File: config.mk
export PLATFORM = sky130hd
export DESIGN_NAME = banked_mem_top
export DESIGN_NICKNAME = d
export VERILOG_FILES = /design/src/mem_pkg.sv /design/src/cmd_decode.sv /design/src/bank_access.sv /design/src/read_result.sv /design/src/banked_mem_top.sv
export VERILOG_INCLUDE_DIRS = /design/src /design/src/include
export SDC_FILE = /design/constraint.sdc
export NUM_CORES = 1
export LEC_CHECK = 0
export BUFFER_PORTS_ARGS = -buffer_cell sky130_fd_sc_hd__buf_4
export CORE_ASPECT_RATIO = 1.5
export CORE_MARGIN = 4
export CORE_UTILIZATION = 41
export DETAILED_ROUTE_END_ITERATION = 8
export PLACE_DENSITY = 0.77
export SYNTH_ARGS = -nofsm -noshare
export SYNTH_HDL_FRONTEND = slang
export SYNTH_SLANG_ARGS = --single-unit
File: constraint.sdc
create_clock -name clk -period 0.85 [get_ports clk]
set_clock_uncertainty 0.1 [all_clocks]
set_input_delay 0.1275 -clock clk [delete_from_list [all_inputs] [get_ports clk]]
set_output_delay 0.1275 -clock clk [all_outputs]
set_load 0.02 [all_outputs]
File: src/include/secded_funcs.svh
`ifndef SECDED_FUNCS_SVH
`define SECDED_FUNCS_SVH

// hamming positions 1..21 live in word[20:0], overall parity in the msb.
// check bits sit on the power-of-two positions, data fills the rest.
localparam int SECDED_NPOS = PHYWDTH - 1;   // positions covered by hamming.
localparam int SECDED_NHAM = ECCBITS - 1;   // hamming check bits.

// spread data over the non power-of-two positions, then fill in parity.
function automatic code_t secded_encode(input data_t data);
  code_t word;
  int    d;
  logic  par;
  word = '0;
  d    = 0;
  for (int pos = 1; pos <= SECDED_NPOS; pos++) begin
    if ((pos & (pos - 1)) != 0) begin   // not a check position.
      word[pos-1] = data[d];
      d++;
    end
  end
  for (int k = 0; k < SECDED_NHAM; k++) begin
    par = 1'b0;
    for (int pos = 1; pos <= SECDED_NPOS; pos++) begin
      if (pos[k])
        par ^= word[pos-1];   // check slots still zero here.
    end
    word[(1 << k) - 1] = par;
  end
  word[PHYWDTH-1] = ^word[PHYWDTH-2:0];   // overall even parity.
  return word;
endfunction

// syndrome, msb is the overall parity mismatch.
// low bits give the hamming position of a single flipped bit.
function automatic logic [ECCBITS-1:0] secded_check(input code_t word);
  logic [ECCBITS-1:0] syn;
  syn = '0;
  for (int k = 0; k < SECDED_NHAM; k++) begin
    for (int pos = 1; pos <= SECDED_NPOS; pos++) begin
      if (pos[k])
        syn[k] ^= word[pos-1];
    end
  end
  syn[ECCBITS-1] = ^word;   // zero on a clean word.
  return syn;
endfunction

// pull the data bits back out of a stored word.
function automatic data_t secded_data(input code_t word);
  data_t data;
  int    d;
  data = '0;
  d    = 0;
  for (int pos = 1; pos <= SECDED_NPOS; pos++) begin
    if ((pos & (pos - 1)) != 0) begin
      data[d] = word[pos-1];
      d++;
    end
  end
  return data;
endfunction

`endif

File: src/mem_pkg.sv
package mem_pkg;

  // default geometry, overridden from the top level.
  localparam int WIDTH      = 16;   // user data bits.
  localparam int NUMVBNK    = 4;    // banks.
  localparam int BITVBNK    = 2;
  localparam int NUMSROW    = 64;   // rows per bank.
  localparam int BITSROW    = 6;
  localparam int SRAM_DELAY = 1;    // bank read latency.

  // 5 hamming bits plus overall parity.
  localparam int ECCBITS = 6;
  localparam int PHYWDTH = WIDTH + ECCBITS;   // stored word.
  localparam int BITADDR = BITVBNK + BITSROW;
  localparam int BITPADR = BITVBNK + BITSROW;

  typedef logic [WIDTH-1:0]   data_t;
  typedef logic [PHYWDTH-1:0] code_t;
  typedef logic [BITADDR-1:0] addr_t;
  typedef logic [BITVBNK-1:0] bank_t;
  typedef logic [BITSROW-1:0] row_t;
  typedef logic [BITPADR-1:0] padr_t;   // {row, bank}.

  // decode to execute.
  typedef struct packed {
    logic  wr;
    logic  rd;
    bank_t bank;
    row_t  row;
    code_t word;   // encoded write data.
  } cmd_t;

  // read tag, follows the bank latency.
  typedef struct packed {
    logic  vld;
    bank_t bank;
    row_t  row;
  } rsp_t;

  typedef enum logic [1:0] {
    INIT_RST,
    INIT_CLEAR,   // walking the rows.
    INIT_DONE
  } init_state_t;

`include "secded_funcs.svh"

endpackage

File: src/cmd_decode.sv
`timescale 1ns/1ps

module cmd_decode #(
  parameter int WIDTH   = mem_pkg::WIDTH,
  parameter int NUMVBNK = mem_pkg::NUMVBNK,
  parameter int NUMSROW = mem_pkg::NUMSROW
) (
  input  logic            clk,
  input  logic            arst_n,
  input  logic            ru_write,
  input  logic            ru_read,
  input  mem_pkg::addr_t  ru_addr,
  input  mem_pkg::data_t  ru_din,
  output logic            ready,
  output mem_pkg::cmd_t   cmd,
  output logic            clr
);
  import mem_pkg::*;

  localparam int BNKW = $clog2(NUMVBNK);   // low address bits pick the bank.

  logic        rst_meta_n;
  logic        rst_n;   // synchronized reset.
  init_state_t state;
  row_t        clr_row;
  logic        last_row;
  logic        clearing;

  bank_t bank_d;
  row_t  row_d;
  code_t word_d;

  logic  wr_q;
  logic  rd_q;
  logic  clr_q;
  bank_t bank_q;
  row_t  row_q;
  code_t word_q;

  // assert async, release on the clock.
  always_ff @(posedge clk or negedge arst_n) begin
    if (!arst_n) begin
      rst_meta_n <= 1'b0;
      rst_n      <= 1'b0;
    end else begin
      rst_meta_n <= 1'b1;
      rst_n      <= rst_meta_n;
    end
  end

  assign last_row = (clr_row == row_t'(NUMSROW - 1));
  assign clearing = (state == INIT_CLEAR);
  assign ready    = (state == INIT_DONE);

  // init walks every row once, all banks in parallel.
  always_ff @(posedge clk or negedge rst_n) begin
    if (!rst_n) begin
      state   <= INIT_RST;
      clr_row <= '0;
    end else begin
      case (state)
        INIT_RST: state <= INIT_CLEAR;
        INIT_CLEAR: begin
          clr_row <= clr_row + 1'b1;
          if (last_row)
            state <= INIT_DONE;   // ready next cycle.
        end
        INIT_DONE: state <= INIT_DONE;
        default: state <= INIT_RST;
      endcase
    end
  end

  // address split and encode, or the clear word during init.
  always_comb begin
    if (clearing) begin
      bank_d = '0;   // clr fans out to every bank.
      row_d  = clr_row;
      word_d = secded_encode('0);
    end else begin
      bank_d = ru_addr[BNKW-1:0];
      row_d  = ru_addr[BITADDR-1:BNKW];
      word_d = secded_encode(ru_din[WIDTH-1:0]);
    end
  end

  // strobes, user commands only once ready.
  always_ff @(posedge clk or negedge rst_n) begin
    if (!rst_n) begin
      wr_q  <= 1'b0;
      rd_q  <= 1'b0;
      clr_q <= 1'b0;
    end else begin
      wr_q  <= clearing | (ready & ru_write);
      rd_q  <= ready & ru_read;
      clr_q <= clearing;
    end
  end

  always_ff @(posedge clk) begin
    bank_q <= bank_d;
    row_q  <= row_d;
    word_q <= word_d;
  end

  assign cmd = '{wr: wr_q, rd: rd_q, bank: bank_q, row: row_q, word: word_q};
  assign clr = clr_q;

  // single port, one op per cycle.
  a_rd_wr_excl: assert property (@(posedge clk) disable iff (!rst_n)
    !(ru_write && ru_read))
    else $error("read and write in the same cycle");

  // host must wait for init to finish.
  a_no_cmd_early: assert property (@(posedge clk) disable iff (!rst_n)
    !ready |-> !(ru_write || ru_read))
    else $error("command issued before ready");

endmodule

File: src/bank_access.sv
`timescale 1ns/1ps

module bank_access #(
  parameter int NUMVBNK    = mem_pkg::NUMVBNK,
  parameter int SRAM_DELAY = mem_pkg::SRAM_DELAY
) (
  input  logic                          clk,
  input  logic                          arst_n,
  input  mem_pkg::cmd_t                 cmd,
  input  logic                          clr,
  output logic [NUMVBNK-1:0]            t1_write_a,
  output mem_pkg::row_t  [NUMVBNK-1:0]  t1_addr_a,
  output mem_pkg::code_t [NUMVBNK-1:0]  t1_din_a,
  output logic [NUMVBNK-1:0]            t1_read_b,
  output mem_pkg::row_t  [NUMVBNK-1:0]  t1_addr_b,
  output mem_pkg::rsp_t                 tag
);
  import mem_pkg::*;

  // one stage into the bank, SRAM_DELAY inside it.
  localparam int STAGES = SRAM_DELAY + 1;

  logic [STAGES-1:0] vld_pipe;
  bank_t             bank_pipe [STAGES];
  row_t              row_pipe  [STAGES];

  // bank decode, port strobes follow cmd directly.
  always_comb begin
    for (int b = 0; b < NUMVBNK; b++) begin
      t1_write_a[b] = cmd.wr & (clr | (cmd.bank == bank_t'(b)));
      t1_addr_a[b]  = cmd.row;
      t1_din_a[b]   = cmd.word;
      t1_read_b[b]  = cmd.rd & (cmd.bank == bank_t'(b));   // reads never broadcast.
      t1_addr_b[b]  = cmd.row;
    end
  end

  // tag valid bits.
  always_ff @(posedge clk or negedge arst_n) begin
    if (!arst_n) begin
      vld_pipe <= '0;
    end else begin
      vld_pipe[0] <= cmd.rd;
      for (int i = 1; i < STAGES; i++)
        vld_pipe[i] <= vld_pipe[i-1];
    end
  end

  // bank and row ride along with the valid.
  always_ff @(posedge clk) begin
    bank_pipe[0] <= cmd.bank;
    row_pipe[0]  <= cmd.row;
    for (int i = 1; i < STAGES; i++) begin
      bank_pipe[i] <= bank_pipe[i-1];
      row_pipe[i]  <= row_pipe[i-1];
    end
  end

  // lines up with t1_dout_b.
  assign tag = '{vld: vld_pipe[STAGES-1], bank: bank_pipe[STAGES-1], row: row_pipe[STAGES-1]};

  // single port, at most one bank strobe per cycle outside init.
  a_rd_onehot: assert property (@(posedge clk) disable iff (!arst_n)
    !clr |-> $onehot0({t1_read_b, t1_write_a}))
    else $error("more than one bank strobe outside init");

endmodule

File: src/read_result.sv
`timescale 1ns/1ps

module read_result #(
  parameter int NUMVBNK = mem_pkg::NUMVBNK
) (
  input  logic                          clk,
  input  logic                          arst_n,
  input  mem_pkg::rsp_t                 tag,
  input  mem_pkg::code_t [NUMVBNK-1:0]  t1_dout_b,
  output logic                          ru_vld,
  output mem_pkg::data_t                ru_dout,
  output logic                          ru_serr,
  output logic                          ru_derr,
  output mem_pkg::padr_t                ru_padr
);
  import mem_pkg::*;

  code_t              raw;
  code_t              fixed;
  logic [ECCBITS-1:0] syn;
  logic [ECCBITS-2:0] pos;   // hamming position of the bad bit.
  logic               par_err;
  logic               single;
  logic               double;

  assign raw     = t1_dout_b[tag.bank];   // tagged bank only.
  assign syn     = secded_check(raw);
  assign pos     = syn[ECCBITS-2:0];
  assign par_err = syn[ECCBITS-1];

  // classify and correct.
  always_comb begin
    fixed  = raw;
    single = 1'b0;
    double = 1'b0;
    if (par_err) begin
      if (pos == '0) begin
        fixed[PHYWDTH-1] = ~raw[PHYWDTH-1];   // overall parity bit itself.
        single           = 1'b1;
      end else if (int'(pos) <= SECDED_NPOS) begin
        fixed  = raw ^ (code_t'(1) << (pos - 1'b1));   // data or check bit.
        single = 1'b1;
      end else begin
        double = 1'b1;   // points past the word, not correctable.
      end
    end else if (pos != '0) begin
      double = 1'b1;   // parity fine but syndrome set, two bits flipped.
    end
  end

  // flags and valid.
  always_ff @(posedge clk or negedge arst_n) begin
    if (!arst_n) begin
      ru_vld  <= 1'b0;
      ru_serr <= 1'b0;
      ru_derr <= 1'b0;
    end else begin
      ru_vld  <= tag.vld;
      ru_serr <= tag.vld & single;
      ru_derr <= tag.vld & double;
    end
  end

  // payload, held between reads.
  always_ff @(posedge clk) begin
    if (tag.vld) begin
      ru_dout <= secded_data(fixed);   // raw bits on a double error.
      ru_padr <= {tag.row, tag.bank};
    end
  end

  // a corrected word checks clean.
  a_fix_clean: assert property (@(posedge clk) disable iff (!arst_n)
    (tag.vld && single) |-> (secded_check(fixed) == '0))
    else $error("corrected word still has a syndrome");

endmodule

File: src/banked_mem_top.sv
`timescale 1ns/1ps

module banked_mem_top #(
  parameter int WIDTH      = mem_pkg::WIDTH,
  parameter int NUMVBNK    = mem_pkg::NUMVBNK,
  parameter int NUMSROW    = mem_pkg::NUMSROW,
  parameter int SRAM_DELAY = mem_pkg::SRAM_DELAY
) (
  input  logic                          clk,
  input  logic                          arst_n,
  input  logic                          ru_write,
  input  logic                          ru_read,
  input  mem_pkg::addr_t                ru_addr,
  input  mem_pkg::data_t                ru_din,
  output logic                          ready,
  output logic                          ru_vld,
  output mem_pkg::data_t                ru_dout,
  output logic                          ru_serr,
  output logic                          ru_derr,
  output mem_pkg::padr_t                ru_padr,
  output logic [NUMVBNK-1:0]            t1_write_a,   // bank port a, writes.
  output mem_pkg::row_t  [NUMVBNK-1:0]  t1_addr_a,
  output mem_pkg::code_t [NUMVBNK-1:0]  t1_din_a,
  output logic [NUMVBNK-1:0]            t1_read_b,    // bank port b, reads.
  output mem_pkg::row_t  [NUMVBNK-1:0]  t1_addr_b,
  input  mem_pkg::code_t [NUMVBNK-1:0]  t1_dout_b
);
  import mem_pkg::*;

  cmd_t cmd;
  logic clr;
  rsp_t tag;

  // decode, init and command register.
  cmd_decode #(
    .WIDTH   (WIDTH),
    .NUMVBNK (NUMVBNK),
    .NUMSROW (NUMSROW)
  ) u_decode (
    .clk      (clk),
    .arst_n   (arst_n),
    .ru_write (ru_write),
    .ru_read  (ru_read),
    .ru_addr  (ru_addr),
    .ru_din   (ru_din),
    .ready    (ready),
    .cmd      (cmd),
    .clr      (clr)
  );

  bank_access #(
    .NUMVBNK    (NUMVBNK),
    .SRAM_DELAY (SRAM_DELAY)
  ) u_access (
    .clk        (clk),
    .arst_n     (arst_n),
    .cmd        (cmd),
    .clr        (clr),
    .t1_write_a (t1_write_a),
    .t1_addr_a  (t1_addr_a),
    .t1_din_a   (t1_din_a),
    .t1_read_b  (t1_read_b),
    .t1_addr_b  (t1_addr_b),
    .tag        (tag)
  );

  // ecc check and output register.
  read_result #(
    .NUMVBNK (NUMVBNK)
  ) u_result (
    .clk       (clk),
    .arst_n    (arst_n),
    .tag       (tag),
    .t1_dout_b (t1_dout_b),
    .ru_vld    (ru_vld),
    .ru_dout   (ru_dout),
    .ru_serr   (ru_serr),
    .ru_derr   (ru_derr),
    .ru_padr   (ru_padr)
  );

endmodule

# Word-level counts from Yosys, hierarchy flattened
# Memory sizes are Yosys's and may differ from the RTL's. A register that Yosys moved wholly into a read port is not among the register bits.
# Cells that the tools add are included.
# totals
regBits	72
mem_bits_rw	16
input_bits	116
out_inout_bits	172
word_cells	427
memories	2
# memory_table
name	words	width	read_ports	rd_clocked_by_memory_dff	write_ports	line	source
u_access.row_pipe	2	6	2	1	2	bank_access.sv:25	row_t row_pipe [STAGES];
u_access.bank_pipe	2	2	2	0	2	bank_access.sv:24	bank_t bank_pipe [STAGES];
# op_classes
n_addsub	30
n_lt_le_gt_ge	47
eq_ne	7
n_shift	1
muxes	206
bitwise	97
reduce_logical	21
# ops
op	count
$lt A32 B6 Y1 const B	30
$mux W32	30
$add A32 B2 Y32 const B	28
$ge A32 B1 Y1 const B	15
$bwmux W16	15
$mux W16	14
$mux W1	109
$xor A1 B1 Y1	79
$bmux W1 S4	15
$demux W1 S4	15
$bmux W22 S2	1
$mux W22	2
$mux W21	2
$reduce_xor A22 Y1	1
$shl A1 B5 Y22 const A	1
$xor A22 B22 Y22	1
$reduce_xor A21 Y1	1
$logic_and A1 B1 Y1	15
$and A1 B1 Y1	12
$add A6 B1 Y6 const B	1
$eq A2 B2 Y1 const B	3
$eq A6 B6 Y1 const B	1
$mux W6	1
$pmux W2 S3	1
other kinds (10)	16

# Longest topological paths before layout
# An unclocked memory read counts as a cell.
# logic_depth
ltp_word	49
ltp_mapped	11
mapped_depth_nobuf	7

# By module
# From an unflattened synthesis, not the netlist that was laid out.
# hier_totals
hier_cells	456
area_unflattened_um2	5408.9
# by_module_without_submodules
module	instances	cells_per_inst	area_each_um2	seq_area_each_um2
read_result	1	145	2177.1	795.8
cmd_decode	1	135	1690.4	925.9
bank_access	1	176	1541.5	370.4

# Least setup slack after synthesis
# OpenSTA, ideal clock, no wires.
# synth_path
path_type	register to register
from	memory u_access.bank_pipe[0][2] (netlist bit)
to	register u_result.ru_dout[10] (data pin)
setup_time_ps	263
arrival_time_ps	2946
required_ps	487
slack_ps	-2459
path_stages_with_launch	11
n_path_buf	3
period_less_slack_ps	3309
cell_sequence	dfxtp_1 > buf_6 > buf_12 > mux4_2 > xnor3_2 > xnor2_1 > xnor3_2 > mux2_4 > buf_6 > nor3_2 > xor2_1
# synth_rtl
item	line	source
from (decl)	bank_access.sv:24	
to (signal assigned)	read_result.sv:67	ru_dout <= secded_data(fixed);
to (decl)	read_result.sv:11	output mem_pkg::data_t ru_dout,

==> results.toml <==
[layout]
final_cell_count_no_fill = 892
nets = 851
drive_gt1_share_pct = 79.1
antenna_cells = 0
areaGrowthSynthToFinish_pct = 80.0
fin_area_um2 = 9570
fillCellCount = 707

[pwr]
intPower_uw = 9020
powerDensity_nw_per_um2 = 1380
clkPwrFrac_pct = 29.6
power_frac_seq_pct = 32.0
switching_share_pct = 32.0
power_uw = 13300
comb_power_share_pct = 38.4
p_sw_uw = 4240
p_leak_uw = 0.00441
ir_drop_mv = 1.12

[clock_network]
hold_buffers = 15
clock_path_buffers = 2
clk_pin_slew_ps = 70
clk_latency_ps = 340
cts_root_buffer = "clkbuf_16"
numCtsBuffers = 9
cts_sinks = 88
cts_max_level = 3
tritoncts = "yes"

[sta]
fin_tns_setup_ps = -113830
grt_setup_unrepaired = "true"
finalCritPeriodShare_pct = 391
hold-worst-slack_ps = -93.1
clock.fmax_mhz = 301
finalCriticalPeriod_ps = 3320
setup_viol = 257
setup_ws_ps = -2470
finalHoldViolCount = 6
slew_viol_final = 0

[global_routing]
grt_pass1_vias = 4910
gr-usage-all-layers_pct = 22.7
grt.overflow.total = 0
antenna_found_initial = 0
grt_max_degree = 19
grt_pass1_wl_um = 26000

[status]
outcome = "complete, but fails checks"
violations = "negative hold slack, negative setup slack"

[placement]
placed_area_um2 = 7380
io_buffers = 287
dpl.hpwl_um = 12000
placedCellCount = 816
gp_congestion = 0.899

[drt]
antenna_left = 0
num_vias = 4230
dr.pass1.iters = 4
drt_wl_total_um = 17500
drc = 0
wire_per_inst_um = 19.6
via_per_inst = 4.74
first_iter_violations = 115

[critical_path]
worstReg2RegEnd = "u_result.ru_dout[1]"
arrival_ps = 3400
ff2ff_setup_slack_ps = -2470
ff2ff_path_depth = 10
critPathKind = "flop to flop"
worstSetupStartpointType = "flop"
r2r_start = "u_access.bank_pipe[0][2]"
end_kind = "flop"
required_ps = 930
path_max_fanout = 5

[synthesis]
ys.flop_type = "dfxtp_1"
synth_top_area_cell = "buf_4"
netlist_instances = 445
ys_async_sr_fraction_pct = 20.5
postSynthAreaPerCell_um2 = 11.9
synth_top_area_share_pct = 19.2
yosys-top-cells-area = "buf_4 (19%), dfxtp_1 (17%), edfxtp_1 (14%)"
yosys-top-cells-count = "buf_4 (136), dfxtp_1 (46), xnor2_1 (44)"
seq_area_frac_synth_pct = 39.3
synth_edf_count = 24
synth_seq_cells = 88
yosysMostFrequentCell = "buf_4"
syn-num-nets = 565
syn_area_um2 = 5320
yosysUniqueCellTypes = 46
ys.warnings.count = 0

[floorplanning]
die_area_um2 = 14900
core_area_um2 = 12600
ioPinCount = 288
num_rows = 50
start_util_pct = 42.3
die_x_um = 101
die_y_um = 147

[run]
max_cap_viol_count = 0

[worst_hold_path]
min_path_type = "input port to flop"
worstHoldPathCells = 2
hold_start = "ru_addr[2]"
min_to = "u_decode.row_q[0]"
==> layout by cell type, fill, tap and decap left out, drive strengths merged, types with 3 or more instances in the layout <==
cell type and instances:
o21ai 4, ha 4, mux2 9, xnor2 46
nand4 3, nand2 13, nor2 12, dfxtp 46
buf 405, dlygate4sd3 15, nor3 9, dfrtp 18
xor2 27, xnor3 10, inv 8, clkbuf 9
mux4 22, edfxtp 24, nor2b 21, o21a 3
nand2b 3
==> how the worst max path moves through the flow <==
stage	from	end	slack [ps]
floorplan	u_access.bank_pipe[0][2]	u_result.ru_dout[10]	-2420
global placement	u_access.bank_pipe[0][2]	u_result.ru_dout[15]	-2430
detailed placement	u_access.bank_pipe[0][2]	u_result.ru_dout[15]	-2560
CTS	u_access.bank_pipe[0][2]	u_result.ru_dout[15]	-2440
global route	u_access.bank_pipe[0][2]	u_result.ru_dout[0]	-2560
finish	u_access.bank_pipe[0][2]	u_result.ru_dout[1]	-2470
==> layout make-up <==
type,instances,area (um^2),share of cell area (%)
clock buffer,9,225,2.35
sequential,88,2210,23.1
multi-input combinational,208,2740,28.6
timing repair buffer,420,4110,43.0
clock inverter,7,72.6,0.758
inverter,4,17.5,0.183
tap,156,195,2.04
==> power by group through the flow <==
| stage | registers, uW | clock network, uW | logic, uW |
|---|---|---|---|
| CTS | 4240 | 4040 | 4400 |
| floorplan | 4430 | 0 | 2160 |
| global route | 4240 | 4220 | 5380 |
| global placement | 4420 | 0 | 3560 |
| finish | 4240 | 3930 | 5080 |
| detailed placement | 4420 | 0 | 3630 |
==> through the flow <==
| stage | util (%) | setup slack (ps) |
|---|---|---|
| floorplan | - | -2420 |
| global placement | 58.7 | -2430 |
| detailed placement | 58.7 | -2560 |
| CTS | 72.8 | -2440 |
| global route | 76.1 | -2560 |
| finish | 76.1 | -2470 |
==> state kept, by name (all words and copies together), names as in the netlist, 2 cells and up <==
name                cells
u_access.vld_pipe       2
u_result.ru_dout       16
u_result.ru_padr        8
u_decode.state          2
u_decode.word_q        22
u_access.row_pipe      12
u_decode.clr_row        6
u_access.bank_pipe      4
u_decode.row_q          6
u_decode.bank_q         2
==> cell families after synthesis <==
logic type,synth area share (%)
buf+inv,21.1
flops,39.3
xor+xnor,16.8
simple gates,8.73
mux,11.5
compound gates,1.48
fa+ha+maj,0.941
other cells,0.0705
==> timing repair <==
action	in CTS	in global routing
endpoints found under the setup margin	258	257
gates resized for setup	287	77
cloned	3	0
pin swaps	24	25
buffers inserted	35	10
hold endpoints to repair	27	6
==> routing by layer <==
layer  share of wire, %  global-route usage (%)  wire [um]
met5                  0                       0          0
met2                 58                    44.0      10100
met1                 31                    22.5       5480
met4                3.7                    8.92        644
met3                7.4                    5.62       1290
==> critical path: stages (launching register included) <==
cell and delay [ps]:
dfxtp_4 380, buf_12 130, buf_8 100, mux4_1 620
xnor2_1 240, xnor3_2 400, xnor2_2 180, or4b_4 570
buf_4 160, nor2_4 100, xor2_1 180
(Power assumes the default switching activity.)
